## src/common/rename_config.svh

```systemverilog
//////////////////////////////////////////////////////////////////////
// sizing macros for the rename and retire core
// register counts, rob depth, completion ports
//////////////////////////////////////////////////////////////////////

`ifndef RENAME_CONFIG_SVH
`define RENAME_CONFIG_SVH

// architectural registers seen by the isa
`define NUM_ARCH_REG 32

// physical register file size
// must exceed NUM_ARCH_REG, the surplus is the free pool
`define NUM_PHYS_REG 48

// in-flight instruction window
`define ROB_SIZE 8

// functional units competing for the cdb
`define NUM_FU 4

// free pool depth, one slot per non-architectural tag
`define FREE_LIST_SIZE (`NUM_PHYS_REG - `NUM_ARCH_REG)

`endif

```

## src/common/rename_pkg.sv

```systemverilog
//////////////////////////////////////////////////////////////////////
// shared vector types for the rename and retire core
//////////////////////////////////////////////////////////////////////

`include "rename_config.svh"

package rename_pkg;

  // architectural register index
  // 5 bits with the default sizing
  typedef logic [$clog2(`NUM_ARCH_REG)-1:0] arch_reg_t;

  // physical register tag
  // also the tag broadcast on the cdb
  typedef logic [$clog2(`NUM_PHYS_REG)-1:0] phys_reg_t;

  // rob slot index
  typedef logic [$clog2(`ROB_SIZE)-1:0] rob_idx_t;

  // one bit per functional unit
  // used for requests and grants
  typedef logic [`NUM_FU-1:0] fu_mask_t;

endpackage

```

## src/rob/rob.sv

```systemverilog
//////////////////////////////////////////////////////////////////////
// reorder buffer
// allocation at the tail, cdb tag match, in-order retire at the head
//////////////////////////////////////////////////////////////////////

`timescale 1ns/100ps

`include "rename_config.svh"

module rob import rename_pkg::*; (
  input  logic      clock,
  input  logic      reset,
  // dispatch
  input  logic      alloc,
  input  arch_reg_t alloc_arch,
  input  phys_reg_t alloc_tag,
  input  phys_reg_t alloc_old_tag,
  // completion
  input  logic      cdb_valid,
  input  phys_reg_t cdb_tag,
  // occupancy
  output logic      full,
  output rob_idx_t  tail_idx,
  // retirement
  output logic      retire_valid,
  output arch_reg_t retire_arch,
  output phys_reg_t retire_tag,
  output phys_reg_t retire_freed_tag
);

  localparam int CNT_W = $clog2(`ROB_SIZE + 1);

  // per-entry status
  logic [`ROB_SIZE-1:0] valid_q;
  logic [`ROB_SIZE-1:0] complete_q;

  // per-entry payload
  arch_reg_t arch_q    [`ROB_SIZE];
  phys_reg_t new_tag_q [`ROB_SIZE];
  phys_reg_t old_tag_q [`ROB_SIZE];

  rob_idx_t         head_q;
  rob_idx_t         tail_q;
  logic [CNT_W-1:0] count_q;

  function automatic rob_idx_t next_idx(input rob_idx_t idx);
    return (idx == rob_idx_t'(`ROB_SIZE - 1)) ? '0 : idx + 1'b1;
  endfunction

  assign full     = (count_q == CNT_W'(`ROB_SIZE));
  assign tail_idx = tail_q;

  //////////////////////////////////////////////////////////////////////
  // head view
  //////////////////////////////////////////////////////////////////////

  // oldest entry leaves as soon as it is complete
  assign retire_valid     = valid_q[head_q] & complete_q[head_q];
  assign retire_arch      = arch_q[head_q];
  assign retire_tag       = new_tag_q[head_q];
  assign retire_freed_tag = old_tag_q[head_q];

  //////////////////////////////////////////////////////////////////////
  // status and pointers
  //////////////////////////////////////////////////////////////////////

  always_ff @(posedge clock) begin
    if (reset) begin
      valid_q    <= '0;
      complete_q <= '0;
      head_q     <= '0;
      tail_q     <= '0;
      count_q    <= '0;
    end else begin
      // completion, match against every live entry
      if (cdb_valid) begin
        for (int i = 0; i < `ROB_SIZE; i++) begin
          if (valid_q[i] && (new_tag_q[i] == cdb_tag)) begin
            complete_q[i] <= 1'b1;
          end
        end
      end
      // retire the head
      if (retire_valid) begin
        valid_q[head_q] <= 1'b0;
        head_q          <= next_idx(head_q);
      end
      // allocate at the tail
      // never the retiring slot, alloc implies not full
      if (alloc) begin
        valid_q[tail_q]    <= 1'b1;
        complete_q[tail_q] <= 1'b0;
        tail_q             <= next_idx(tail_q);
      end
      case ({alloc, retire_valid})
        2'b10:   count_q <= count_q + 1'b1;
        2'b01:   count_q <= count_q - 1'b1;
        default: count_q <= count_q;
      endcase
    end
  end

  // payload written on allocation only
  always_ff @(posedge clock) begin
    if (alloc) begin
      arch_q[tail_q]    <= alloc_arch;
      new_tag_q[tail_q] <= alloc_tag;
      old_tag_q[tail_q] <= alloc_old_tag;
    end
  end

endmodule

```

## src/rtl/cdb_arbiter.sv

```systemverilog
//////////////////////////////////////////////////////////////////////
// cdb arbiter with fixed priority grant and the cdb register
//////////////////////////////////////////////////////////////////////

`timescale 1ns/100ps

`include "rename_config.svh"

module cdb_arbiter import rename_pkg::*; (
  input  logic      clock,
  input  logic      reset,
  // one request and tag per functional unit
  input  fu_mask_t  fu_valid,
  input  phys_reg_t fu_tag [`NUM_FU],
  output fu_mask_t  fu_grant,
  // registered broadcast
  output logic      cdb_valid,
  output phys_reg_t cdb_tag
);

  logic      grant_any;
  phys_reg_t grant_tag;

  // lowest index wins and at most one unit is granted
  always_comb begin
    fu_grant  = '0;
    grant_any = 1'b0;
    grant_tag = '0;
    for (int i = 0; i < `NUM_FU; i++) begin
      if (fu_valid[i] && !grant_any) begin
        fu_grant[i] = 1'b1;
        grant_any   = 1'b1;
        grant_tag   = fu_tag[i];
      end
    end
  end

  //////////////////////////////////////////////////////////////////////
  // bus register
  //////////////////////////////////////////////////////////////////////

  // granted tag goes out the cycle after the grant
  always_ff @(posedge clock) begin
    if (reset) begin
      cdb_valid <= 1'b0;
    end else begin
      cdb_valid <= grant_any;
    end
  end

  // bus tag follows the grant mux every cycle
  always_ff @(posedge clock) begin
    cdb_tag <= grant_tag;
  end

endmodule

```

## src/rtl/free_list.sv

```systemverilog
//////////////////////////////////////////////////////////////////////
// free list of physical tags
// circular queue with head, tail and count
//////////////////////////////////////////////////////////////////////

`timescale 1ns/100ps

`include "rename_config.svh"

module free_list import rename_pkg::*; (
  input  logic      clock,
  input  logic      reset,
  // take the head tag
  input  logic      pop,
  // return a tag at the tail
  input  logic      push,
  input  phys_reg_t push_tag,
  output phys_reg_t head_tag,
  output logic      empty
);

  localparam int DEPTH = `FREE_LIST_SIZE;
  localparam int PTR_W = $clog2(DEPTH);
  localparam int CNT_W = $clog2(DEPTH + 1);

  // queue storage
  phys_reg_t tags_q [DEPTH];

  logic [PTR_W-1:0] head_q;
  logic [PTR_W-1:0] tail_q;
  logic [CNT_W-1:0] count_q;

  // wrap at DEPTH, which need not be a power of two
  function automatic logic [PTR_W-1:0] next_ptr(input logic [PTR_W-1:0] ptr);
    return (ptr == PTR_W'(DEPTH - 1)) ? '0 : ptr + 1'b1;
  endfunction

  assign head_tag = tags_q[head_q];
  assign empty    = (count_q == '0);

  //////////////////////////////////////////////////////////////////////
  // queue update
  //////////////////////////////////////////////////////////////////////

  always_ff @(posedge clock) begin
    if (reset) begin
      // starts full with the tags above the arch range
      // in ascending order
      for (int i = 0; i < DEPTH; i++) begin
        tags_q[i] <= phys_reg_t'(`NUM_ARCH_REG + i);
      end
      head_q  <= '0;
      tail_q  <= '0;
      count_q <= CNT_W'(DEPTH);
    end else begin
      if (pop) begin
        head_q <= next_ptr(head_q);
      end
      if (push) begin
        tags_q[tail_q] <= push_tag;
        tail_q         <= next_ptr(tail_q);
      end
      // pop and push together leave the count alone
      case ({push, pop})
        2'b10:   count_q <= count_q + 1'b1;
        2'b01:   count_q <= count_q - 1'b1;
        default: count_q <= count_q;
      endcase
    end
  end

endmodule

```

## src/rtl/map_table.sv

```systemverilog
//////////////////////////////////////////////////////////////////////
// map table, arch register to physical tag
// ready bits with cdb wakeup and same-cycle bypass
//////////////////////////////////////////////////////////////////////

`timescale 1ns/100ps

`include "rename_config.svh"

module map_table import rename_pkg::*; (
  input  logic      clock,
  input  logic      reset,
  // dispatch side
  input  logic      rename_en,
  input  arch_reg_t dest_arch,
  input  arch_reg_t src_a_arch,
  input  arch_reg_t src_b_arch,
  input  phys_reg_t dest_tag,
  // completion broadcast
  input  logic      cdb_valid,
  input  phys_reg_t cdb_tag,
  // lookups
  output phys_reg_t src_a_tag,
  output phys_reg_t src_b_tag,
  output phys_reg_t dest_old_tag,
  output logic      src_a_ready,
  output logic      src_b_ready
);

  // current mapping per arch register
  phys_reg_t tag_q [`NUM_ARCH_REG];
  // value already produced
  logic [`NUM_ARCH_REG-1:0] ready_q;

  //////////////////////////////////////////////////////////////////////
  // lookups
  //////////////////////////////////////////////////////////////////////

  // reads see the table before this cycle's own rename
  assign src_a_tag    = tag_q[src_a_arch];
  assign src_b_tag    = tag_q[src_b_arch];
  assign dest_old_tag = tag_q[dest_arch];

  // bypass, a tag on the cdb this cycle counts as ready
  assign src_a_ready = ready_q[src_a_arch] | (cdb_valid & (src_a_tag == cdb_tag));
  assign src_b_ready = ready_q[src_b_arch] | (cdb_valid & (src_b_tag == cdb_tag));

  //////////////////////////////////////////////////////////////////////
  // update
  //////////////////////////////////////////////////////////////////////

  always_ff @(posedge clock) begin
    if (reset) begin
      // identity mapping, everything ready
      for (int i = 0; i < `NUM_ARCH_REG; i++) begin
        tag_q[i]   <= phys_reg_t'(i);
        ready_q[i] <= 1'b1;
      end
    end else begin
      // wakeup of whichever entry still maps the broadcast tag
      if (cdb_valid) begin
        for (int i = 0; i < `NUM_ARCH_REG; i++) begin
          if (tag_q[i] == cdb_tag) begin
            ready_q[i] <= 1'b1;
          end
        end
      end
      // new mapping, placed last so it beats a wakeup of the same entry
      if (rename_en) begin
        tag_q[dest_arch]   <= dest_tag;
        ready_q[dest_arch] <= 1'b0;
      end
    end
  end

endmodule

```

## src/rtl/rename_core.sv

```systemverilog
//////////////////////////////////////////////////////////////////////
// rename and retire core top level
// map table, free list, cdb arbiter, rob and dispatch stall
//////////////////////////////////////////////////////////////////////

`timescale 1ns/100ps

`include "rename_config.svh"

module rename_core import rename_pkg::*; (
  input  logic      clock,
  input  logic      reset,
  // dispatch
  input  logic      dispatch_valid,
  input  arch_reg_t dest_arch,
  input  arch_reg_t src_a_arch,
  input  arch_reg_t src_b_arch,
  output logic      dispatch_ready,
  output phys_reg_t src_a_tag,
  output logic      src_a_ready,
  output phys_reg_t src_b_tag,
  output logic      src_b_ready,
  output phys_reg_t dest_tag,
  output phys_reg_t dest_old_tag,
  output rob_idx_t  rob_tag,
  // functional units
  input  fu_mask_t  fu_valid,
  input  phys_reg_t fu_tag [`NUM_FU],
  output fu_mask_t  fu_grant,
  // cdb
  output logic      cdb_valid,
  output phys_reg_t cdb_tag,
  // retirement
  output logic      retire_valid,
  output arch_reg_t retire_arch,
  output phys_reg_t retire_tag,
  output phys_reg_t retire_freed_tag
);

  logic rob_full;
  logic fl_empty;
  logic dispatch_fire;

  //////////////////////////////////////////////////////////////////////
  // dispatch stall
  //////////////////////////////////////////////////////////////////////

  // needs a rob slot and a free tag
  assign dispatch_ready = ~rob_full & ~fl_empty;
  assign dispatch_fire  = dispatch_valid & dispatch_ready;

  map_table map_table_i (
    .clock        (clock),
    .reset        (reset),
    .rename_en    (dispatch_fire),
    .dest_arch    (dest_arch),
    .src_a_arch   (src_a_arch),
    .src_b_arch   (src_b_arch),
    .dest_tag     (dest_tag),
    .cdb_valid    (cdb_valid),
    .cdb_tag      (cdb_tag),
    .src_a_tag    (src_a_tag),
    .src_b_tag    (src_b_tag),
    .dest_old_tag (dest_old_tag),
    .src_a_ready  (src_a_ready),
    .src_b_ready  (src_b_ready)
  );

  // retired old tags flow back into the pool
  free_list free_list_i (
    .clock    (clock),
    .reset    (reset),
    .pop      (dispatch_fire),
    .push     (retire_valid),
    .push_tag (retire_freed_tag),
    .head_tag (dest_tag),
    .empty    (fl_empty)
  );

  cdb_arbiter cdb_arbiter_i (
    .clock     (clock),
    .reset     (reset),
    .fu_valid  (fu_valid),
    .fu_tag    (fu_tag),
    .fu_grant  (fu_grant),
    .cdb_valid (cdb_valid),
    .cdb_tag   (cdb_tag)
  );

  rob rob_i (
    .clock            (clock),
    .reset            (reset),
    .alloc            (dispatch_fire),
    .alloc_arch       (dest_arch),
    .alloc_tag        (dest_tag),
    .alloc_old_tag    (dest_old_tag),
    .cdb_valid        (cdb_valid),
    .cdb_tag          (cdb_tag),
    .full             (rob_full),
    .tail_idx         (rob_tag),
    .retire_valid     (retire_valid),
    .retire_arch      (retire_arch),
    .retire_tag       (retire_tag),
    .retire_freed_tag (retire_freed_tag)
  );

endmodule
```

## config.mk

```make
export PLATFORM = sky130hd
export DESIGN_NAME = rename_core
export DESIGN_NICKNAME = d
export VERILOG_FILES = /design/src/common/rename_pkg.sv /design/src/rob/rob.sv /design/src/rtl/cdb_arbiter.sv /design/src/rtl/free_list.sv /design/src/rtl/map_table.sv /design/src/rtl/rename_core.sv
export VERILOG_INCLUDE_DIRS = /design/src /design/src/common
export SDC_FILE = /design/constraint.sdc
export NUM_CORES = 1
export LEC_CHECK = 0
export BUFFER_PORTS_ARGS = -buffer_cell sky130_fd_sc_hd__clkbuf_2
export CAP_MARGIN = 20
export CORE_MARGIN = 10
export CORE_UTILIZATION = 55
export DETAILED_ROUTE_END_ITERATION = 8
export PLACE_DENSITY = 0.77
export SLEW_MARGIN = 20
export SYNTH_ARGS = -nofsm -noshare
export SYNTH_HDL_FRONTEND = slang
export SYNTH_HIERARCHICAL = 1
export SYNTH_SLANG_ARGS = --single-unit
export TNS_END_PERCENT = 30
```

## constraint.sdc

```tcl
create_clock -name clock -period 3.65 [get_ports clock]
set_input_delay 0 -clock clock [delete_from_list [all_inputs] [get_ports clock]]
set_output_delay 0 -clock clock [all_outputs]
set_load 0.03 [all_outputs]
```

### Word-level counts from Yosys, hierarchy flattened

Memory sizes are Yosys's and may differ from the RTL's. A register that Yosys moved wholly into a read port is not among the register bits.
Cells that the tools add are included.

* bits in registers: 78
* RAM bits: 424
* input port bits: 46
* output and inout port bits: 59
* word-level logic and storage cells: 224
* memories: 5

Memory list
* map_table_i.tag_q: depth 32, width 6, rd ports 35, clocked after Yosys merged registers in 0, wr ports 32, line map_table.sv:31 `` phys_reg_t tag_q [`NUM_ARCH_REG]; ``
* free_list_i.tags_q: depth 16, width 6, rd ports 1, clocked after Yosys merged registers in 1, wr ports 16, line free_list.sv:27 `phys_reg_t tags_q [DEPTH];`
* rob_i.new_tag_q: depth 8, width 6, rd ports 9, clocked after Yosys merged registers in 1, wr ports 1, line rob.sv:39 `` phys_reg_t new_tag_q [`ROB_SIZE]; ``
* rob_i.old_tag_q: depth 8, width 6, rd ports 1, clocked after Yosys merged registers in 1, wr ports 1, line rob.sv:40 `` phys_reg_t old_tag_q [`ROB_SIZE]; ``
* rob_i.arch_q: depth 8, width 5, rd ports 1, clocked after Yosys merged registers in 1, wr ports 1, line rob.sv:38 `` arch_reg_t arch_q [`ROB_SIZE]; ``

* $add $sub $neg: 8
* $lt $le $gt $ge: 8
* equality and inequality tests: 51
* multiplexer cells: 103
* bitwise gates (word level): 16
* reductions and logical operators: 22

Operators by type and width (number)
* $eq 6x6->1: 42
* $mux 32: 3
* $mux 1: 65
* $mux 8: 6
* $mux 6: 6
* $and 32x32->32: 1
* $not 32->32: 1
* $mux 3: 8
* $mux 4: 5
* $lt 5x6->1 const B: 3
* $and 8x8->8: 2
* $not 8->8: 2
* $logic_and 1x1->1: 14
* $add 4x1->4 const B: 3
* $eq 4x4->1 const B: 3
* $reduce_or 6->1: 2
* $bmux 1 s5: 2
* $pmux 5 s2: 1
* $lt 3x4->1 const B: 2
* $or 8x8->8: 1
* $pmux 4 s2: 1
* $add 3x1->3 const B: 2
* $bmux 1 s3: 2
* $demux 1 s3: 2
* other kinds (16): 29

### Depth between registers and ports, before layout

Gate-level depths: netlist of the first run.

* depth in word-level cells: 10
* depth in mapped cells: 14
* gate-level depth less buffers: 11

### Hierarchy

Netlist of the first run, hierarchy kept.

Modules (own cells, without submodules)
* map_table: instances 1, cells an instance 1400, area each 16118.0 µm², sequential area each 6406.1 µm²
* rob: instances 1, cells an instance 416, area each 7043.0 µm², sequential area each 4664.5 µm²
* free_list: instances 1, cells an instance 394, area each 5383.9 µm², sequential area each 3223.1 µm²
* cdb_arbiter: instances 1, cells an instance 47, area each 414.1 µm², sequential area each 140.1 µm²
* rename_core: instances 1, cells an instance 2, area each 16.3 µm², sequential area each 0.0 µm²

### Worst setup path before layout of the first run

No wires, ideal clock.

* kind: register to register
* start: reg free_list_i.count_q[1]
* end: mem rob_i/arch_q[4][0] (netlist bit), enable pin
* library setup time: 0.424 ns
* arrival: 2.922 ns
* required time: 3.226 ns
* slack: 0.304 ns
* stages on the path, launching flop included: 7
* path buffers: 1
* clock period less this slack: 3.346 ns
* cells stage by stage: dfxtp_1 buf_2 or4_1 nor2_1 nor3b_2 nand2b_1 nor3b_1

* cells in the longest elaborated chain, start to end: 6

Ends and longest elaborated chain
* from (decl): line free_list.sv:31 `logic [CNT_W-1:0] count_q;`
* from (signal assigned): line free_list.sv:54 `count_q <= CNT_W'(DEPTH);`
* from (signal assigned): line free_list.sv:65 `2'b10: count_q <= count_q + 1'b1;`
* from (signal assigned): line free_list.sv:66 `2'b01: count_q <= count_q - 1'b1;`
* $logic_not 5->1: line free_list.sv:39 `assign empty = (count_q == '0);`
* via fl_empty: line rename_core.sv:41 `logic fl_empty;`
* $not 1->1: line rename_core.sv:49 `assign dispatch_ready = ~rob_full & ~fl_empty;`
* $and 1x1->1: line rename_core.sv:49
* $and 1x1->1: line rename_core.sv:50 `assign dispatch_fire = dispatch_valid & dispatch_ready;`
* via dispatch_fire: line rename_core.sv:42 `logic dispatch_fire;`
* $mux 1: line rob.sv:105 `if (alloc) begin`
* $mux 1 (implied by the code): line rob.sv:106 `arch_q[tail_q] <= alloc_arch;`
* to (decl): line rob.sv:38

The timed path passes the listed nets, and every way through them passes these cells.

==> implementation parameters, run 1 <==
Parameter                              Value

Floorplan
  Initial Utilization ... 0.5536
  Total I/O pin count ... 105
  Width of the chip ... 249.5 um
  Row count ... 84
  Floorplan die area ... 62,260 um2
  Core area ... 52,340 um2
  Die extent in y ... 249.5 um

CTS
  Num CTS Buffers ... 52
  Maximum level of the CTS H-tree ... 2
  CTS tree ... yes
  Later-pin clock latency in the skew report ... 630 ps
  Sinks on the clock net ... 509
  Clk pin slew, worst setup/hold paths ... 60 ps
  Largest buffer count on any clock path ... 3
  CTS Root Cell ... sky130_fd_sc_hd__clkbuf_16

STA
  Worst slew margin ... 0.2536
  Worst-margin pin slew ... 1116 ps
  Maximum clock skew at final layout ... 26.69 ps
  Final hold violation count ... 0
  Final slew viol count ... 0
  Min Clock Period, post-route ... 3482 ps
  Unrepaired setup endpoints after global routing ... no
  Endpoints failing setup ... 0
  Max Fclk ... 0.2872 GHz
  Total negative setup slack ... 0 ps
  Final worst-path cycle share ... 0.9539

Setup path
  CP required ... 3650 ps
  Crit path capture type ... output pin
  Class of the most critical setup path ... flip-flop to output pin
  Largest fanout of any net on the critical path ... 4
  R2r setup slk ... 190 ps
  Worst setup SP type ... flip-flop
  Data arrival time of the critical path ... 3480 ps

Route
  Detailed-route vias per instance ... 6.928
  Final WL ... 93,240 um
  Number of DRC markers after the initial detailed-route iteration ... 2,778
  Initial DRT Pass Iterations ... 5
  DRC violations left ... 0
  WL/cell ... 30.42 um
  Number of nets with antenna violations after routing ... 0
  Via total after detailed routing ... 21,230

Placement
  Quantity of I/O buffers inserted on ports ... 104
  Detailed-placement wirelength estimate ... 64,700 um
  Placed cell area ... 30,140 um2
  Gpl congestion ... 1.023

Synth
  Dominant synthesized flop cell ... sky130_fd_sc_hd__edfxtp_1
  Mapped Avg Cell Area ... 12.83 um2
  Post-synthesis cell count ... 2,259
  Share of synthesized area occupied by flip-flops and latches ... 0.4981
  Synth top area share ... 0.4394
  Top-count cell post-synth ... sky130_fd_sc_hd__edfxtp_1
  Count of warnings emitted by yosys ... 6
  Post-synthesis cell type count ... 74
  EDFF count, synth ... 424
  Synth Cell Area ... 28,980 um2
  Register bit total from synthesis ... 509
  Synth async-reset ratio ... 0
  Cell types with the largest area share after synthesis ... sky130_fd_sc_hd__edfxtp_1 (44%), sky130_fd_sc_hd__mux4_2 (12%), sky130_fd_sc_hd__dfxtp_1 (5.9%), sky130_fd_sc_hd__xor2_1 (4.0%), sky130_fd_sc_hd__xnor2_1 (3.9%)
  Biggest area consumer among synthesized cells ... sky130_fd_sc_hd__edfxtp_1
  Top cell types by occurrence after synthesis ... sky130_fd_sc_hd__edfxtp_1 (424), sky130_fd_sc_hd__mux4_2 (150), sky130_fd_sc_hd__nor2_1 (145)
  Net count after synthesis ... 2,321

Global route
  First-pass GRT wire length ... 138,900 um
  Global route total overflow ... 0
  Antenna violations before repair ... 4
  Via count of the first global-routing pass ... 21,280
  Overall fraction of global-route tracks in use ... 0.2920
  Pin count of the biggest net entering global routing ... 49

Power
  LEAKAGE ... 10.68 nW
  Total power density per cell area ... 466.6 nW/um2
  Peak VDD IR ... 0.4010 mV

Layout
  Count of fill cells added during filler insertion ... 3,994
  Number of nets in the final layout ... 2,395
  Proportion of layout cells with a drive suffix above 1 ... 0.2159
  Area added between synthesis and finish ... 10.95%
  Finished layout cell area ... 32,150 um2

Status
  Outcome ... completed

Min path
  Class of the worst hold path ... primary input to flip-flop

Flow run
  Maxcap violations ... 0
[through the flow]
| stage | cells | util | setup slack, ps | power (mW) | hold slack (ps) |
|---|---|---|---|---|---|
| finish | 3065 | 0.6142 | 168.4 | 15.00 | 72.76 |
| global route | 3065 | 0.6142 | 38.23 | 15.40 | 103.5 |
| CTS | 3064 | 0.6140 | 78.20 | 14.99 | 58.95 |
| detailed placement | 2944 | 0.5758 | 141.4 | 9.465 | 205.7 |
| global placement | 2944 | 0.5758 | 243.7 | 9.395 | 206.7 |
| floorplan | 2259 | - | 303.6 | 8.541 | 60.65 |
[final cells by class]
cell class / instances / area, um2 / share of cell area
clock inverter: 25 / 355.3 / 0.01105
inverter: 19 / 83.83 / 0.002608
tap: 688 / 860.8 / 0.02678
multi-input combinational: 1540 / 13530 / 0.4209
antenna: 1 / 2.502 / 0.00007784
timing repair buffer: 211 / 1454 / 0.04523
sequential: 509 / 14440 / 0.4493
clock buffer: 72 / 1416 / 0.04406
[cells by family after synthesis]
group / count (synthesis) / share of synthesized area
AND/OR/NAND/NOR: 780 / 0.1459
adder cells (fa/ha/maj): 16 / 0.006909
XOR/XNOR: 260 / 0.07859
multiplexers: 304 / 0.1876
flip-flops: 509 / 0.4981
AO/OA/AOI/OAI: 180 / 0.04642
buffers and inverters: 210 / 0.03649
[registers in the layout, summed over array words and instances, names as in the netlist, named ones only]
signal,flops
rob_i/head_q,3
rob_i/count_q,4
rob_i/arch_q,40
rob_i/valid_q,8
rob_i/complete_q,8
rob_i/tail_idx,3
map_table_i/tag_q,192
free_list_i/tail_q,4
free_list_i/tags_q,96
free_list_i/head_q,4
rob_i/new_tag_q,48
free_list_i/count_q,5
cdb_arbiter_i/cdb_valid,1
rob_i/old_tag_q,48
map_table_i/ready_q,32
cdb_arbiter_i/cdb_tag,6
[power breakdown]
part | internal [mW] | switching, mW | leakage, nW | total [mW]
Clock | 3.23 | 2.33 | 0.860 | 5.56
Sequential | 6.54 | 0.267 | 4.45 | 6.81
Combinational | 0.924 | 1.71 | 5.37 | 2.64
Total | 10.7 | 4.31 | 10.7 | 15.0
[path summary, 6_finish.rpt]
check,end,depth (start not counted),from
max reg2reg,free_list_i/count_q[4],11,rob_i/head_q[1]
min reg2reg,map_table_i/ready_q[13],2,map_table_i/ready_q[13]
max,src_b_ready,7,map_table_i/tag_q[10][2]
min,rob_i/tail_idx[1],5,dispatch_valid
[repair_timing]
item                                    CTS  global route
gates resized for setup                   0             1
buffers inserted                          0             0
endpoints found under the setup margin    0             1
hold buffers                             23             0
hold endpoints to repair                 37             0
[metal layers]
layer | global-route usage | vias to the layer above | wire (um)
li1 | - | 8784 | -
met1 | 0.3748 | 10620 | 34240
met4 | 0.1389 | 2 | 4857
met2 | 0.4667 | 1510 | 43880
met3 | 0.06186 | 319 | 10250
met5 | 0 | - | 13
[placed cells by master, fill, tap and decap left out, drive strengths merged, types with 46 or more instances in the layout]
cell type | netlist | routed
and2 | 70 | 70
nor2 | 146 | 146
a22oi | 63 | 63
nor4 | 46 | 46
clkbuf | 123 | 172
dfxtp | 85 | 85
mux4 | 180 | 180
xor2 | 132 | 132
nand2b | 53 | 53
mux2i | 102 | 102
or3 | 54 | 54
edfxtp | 424 | 424
buf | 68 | 88
nand2 | 108 | 108
nand4 | 52 | 52
xnor2 | 128 | 128
nor3 | 91 | 91
[critical path, stage by stage (launching register included)]
cell	delay, ps
sky130_fd_sc_hd__edfxtp_1	500
sky130_fd_sc_hd__mux4_2	560
sky130_fd_sc_hd__a22oi_1	360
sky130_fd_sc_hd__nand4_1	290
sky130_fd_sc_hd__xnor2_1	250
sky130_fd_sc_hd__nand2_1	130
sky130_fd_sc_hd__o31ai_1	470
sky130_fd_sc_hd__clkbuf_2	300
No activity file was read; power rests on OpenSTA's default activity.
==> run 2: changes to the inputs <==
--- a/config.mk
+++ b/config.mk
@@ -12,7 +12,8 @@
 export CORE_UTILIZATION = 55
 export DETAILED_ROUTE_END_ITERATION = 8
 export PLACE_DENSITY = 0.77
-export SLEW_MARGIN = 20
+export REMOVE_ABC_BUFFERS = 1
+export SLEW_MARGIN = 0
 export SYNTH_ARGS = -nofsm -noshare
 export SYNTH_HDL_FRONTEND = slang
 export SYNTH_HIERARCHICAL = 1
==> implementation parameters, run 2 (synthesis gave the netlist of run 1 again) <==
Parameter                              Value

Status
  Outcome ... completed

Route
  WL/cell ... 30.54 um
  Number of nets with antenna violations after routing ... 0
  Detailed-route vias per instance ... 6.949
  DRC violations left ... 0
  Initial DRT Pass Iterations ... 8
  Number of DRC markers after the initial detailed-route iteration ... 2,716
  Final WL ... 93,420 um
  Via total after detailed routing ... 21,260

Setup path
  Worst path cell trace ... mux4_2, and3b_1, a21oi_1, and3_1, a21oi_1, xor2_1, o41ai_2, clkbuf_2
  CP required ... 3650 ps
  Cell with the most instances on the worst path ... sky130_fd_sc_hd__a21oi_1
  Crit path capture type ... output pin
  Cell count of the worst reg-to-reg path ... 11
  R2r setup slk ... 370 ps
  Buffer and inverter count on the worst path ... 1
  Largest fanout of any net on the critical path ... 4
  Standard cell with the maximum stage delay on the critical path ... sky130_fd_sc_hd__edfxtp_1
  Worst stage delay on the critical path ... 510 ps
  Cell family with most CP delay ... compound AO/OA/AOI/OAI gates
  Worst setup SP type ... flip-flop
  Class of the most critical setup path ... flip-flop to output pin
  Reg-to-Reg Start ... rob_i/head_q[1]
  Data arrival time of the critical path ... 3440 ps
  Capture instance of the worst register-to-register path ... free_list_i/count_q[4]

Layout
  Register with the most flip-flops ... map_table_i/tag_q
  Number of nets in the final layout ... 2,389
  Finished layout cell area ... 32,180 um2
  Proportion of layout cells with a drive suffix above 1 ... 0.2185
  Area added between synthesis and finish ... 11.05%
  Largest regs ... map_table_i/tag_q (192), free_list_i/tags_q (96)
  Number of flip-flops under the largest register name ... 192
  Commonest cells after routing, fill and taps aside ... sky130_fd_sc_hd__edfxtp_1 (424), sky130_fd_sc_hd__mux4_2 (150), sky130_fd_sc_hd__nor2_1 (143)
  Most frequent standard cell in the layout excluding fill and tap cells ... sky130_fd_sc_hd__edfxtp_1
  Non-filler instance count after layout ... 3,059
  Diode insertion count for antenna repair ... 0

STA
  Endpoints failing setup ... 0
  Max Fclk ... 0.2910 GHz
  Final worst-path cycle share ... 0.9414
  Maximum clock skew at final layout ... 50.85 ps
  Final slew viol count ... 0
  Final hold violation count ... 0
  Total negative setup slack ... 0 ps
  Unrepaired setup endpoints after global routing ... no
  Min Clock Period, post-route ... 3436 ps
  Final hold slack ... 77.99 ps
  Worst-margin pin slew ... 1041 ps
  Worst slew margin ... 0.3035

Placement
  Total placed cells including tap cells ... 2,940
  Gpl congestion ... 1.073
  Detailed-placement wirelength estimate ... 65,000 um
  Placed cell area ... 30,130 um2
  Quantity of I/O buffers inserted on ports ... 104

Min path
  Hold path start ... dispatch_valid
  Hold EP ... rob_i/tail_idx[1]
  Class of the worst hold path ... primary input to flip-flop
  Instance count along the most critical hold path ... 5

Floorplan
  Initial Utilization ... 0.5536
  Total I/O pin count ... 105
  Row count ... 84
  Die extent in y ... 249.5 um
  Core area ... 52,340 um2
  Width of the chip ... 249.5 um
  Floorplan die area ... 62,260 um2

CTS
  Post CTS Setup Buffer Count ... 0
  Num CTS Buffers ... 52
  Sinks on the clock net ... 509
  CTS Root Cell ... sky130_fd_sc_hd__clkbuf_16
  CTS tree ... yes
  Maximum level of the CTS H-tree ... 2
  Largest buffer count on any clock path ... 3
  PostCTS Resize Cnt ... 0
  Later-pin clock latency in the skew report ... 640 ps
  Clk pin slew, worst setup/hold paths ... 70 ps

Power
  LEAKAGE ... 10.67 nW
  Final total power ... 15.12 mW
  Total power density per cell area ... 469.9 nW/um2
  Peak VDD IR ... 0.4077 mV

Global route
  Overall fraction of global-route tracks in use ... 0.2932
  Via count of the first global-routing pass ... 21,220
  First-pass GRT wire length ... 139,300 um
  Global route total overflow ... 0
  Antenna violations before repair ... 6
  Pin count of the biggest net entering global routing ... 80

Flow run
  Maxcap violations ... 0
-- run 2: cell count changes in the layout (fill, tap and decap cells not counted), sizes merged --
| cell | change |
|---|---|
| buf | -4 |
| bufinv | +1 |
| clkbuf | -10 |
| clkinv | -4 |
| clkinvlp | +8 |
| diode | -1 |
| dlygate4sd3 | -2 |
| inv | +6 |
-- run 2: worst max-delay path by stage --
stage,depth (start not counted),endpoint,startpoint
CTS,11,free_list_i/count_q[4],rob_i/head_q[1]
detailed placement,11,free_list_i/count_q[4],rob_i/head_q[1]
floorplan,11,free_list_i/count_q[4],rob_i/head_q[0]
global route,11,free_list_i/count_q[4],rob_i/head_q[1]
global placement,11,free_list_i/count_q[4],rob_i/head_q[1]
finish,8,src_a_ready,map_table_i/tag_q[24][4]
-- run 2: area by class of cell --
class                           instances  area (um2)
Timing Repair Buffer                  205        1429
Sequential cell                       509       14440
Clock buffer                           62        1379
Fill cell                            3929       20160
Inverter                               19       83.83
Multi-Input combinational cell       1540       13520
Tap cell                              688       860.8
Clock inverter                         36       461.7
-- run 2: layer usage --
layer,vias to the layer above,part of all wire,global-route usage,wire [um]
met2,1563,0.48,0.4804,44490
li1,8768,-,-,-
met4,8,0.049,0.1302,4580
met3,308,0.11,0.05202,10260
met1,10610,0.36,0.3762,34030
met5,-,0.00061,0,57
-- run 2: power breakdown --
part / leakage, nW / switching, mW / internal [mW] / total [mW]
Sequential: 4.45 / 0.304 / 6.54 / 6.84
Clock: 0.875 / 2.38 / 3.31 / 5.69
Combinational: 5.35 / 1.66 / 0.922 / 2.58
Total: 10.7 / 4.35 / 10.8 / 15.1
-- run 2: worst register-to-register path, delay by kind of cell (launching register included) --
kind | cells | cell delay, ps
multiplexers | 2 | 310
AND/OR/NAND/NOR | 3 | 830
adder cells (fa/ha/maj) | 2 | 490
flip-flops | 1 | 610
XOR/XNOR | 1 | 150
AO/OA/AOI/OAI | 2 | 650
buffers and inverters | 1 | 170
-- run 2: repair_timing --
action / 4_1_cts / 5_1_grt
hold endpoints to repair: 22 / 0
endpoints found under the setup margin: 0 / 0
hold buffers: 21 / 0
-- run 2: stage by stage --
stage,util,setup WS [ps]
after floorplan,-,-219.6
after global placement,0.5756,375.5
after detailed placement,0.5756,340.2
after CTS,0.6148,304.0
after global routing,0.6148,125.9
final,0.6148,213.9
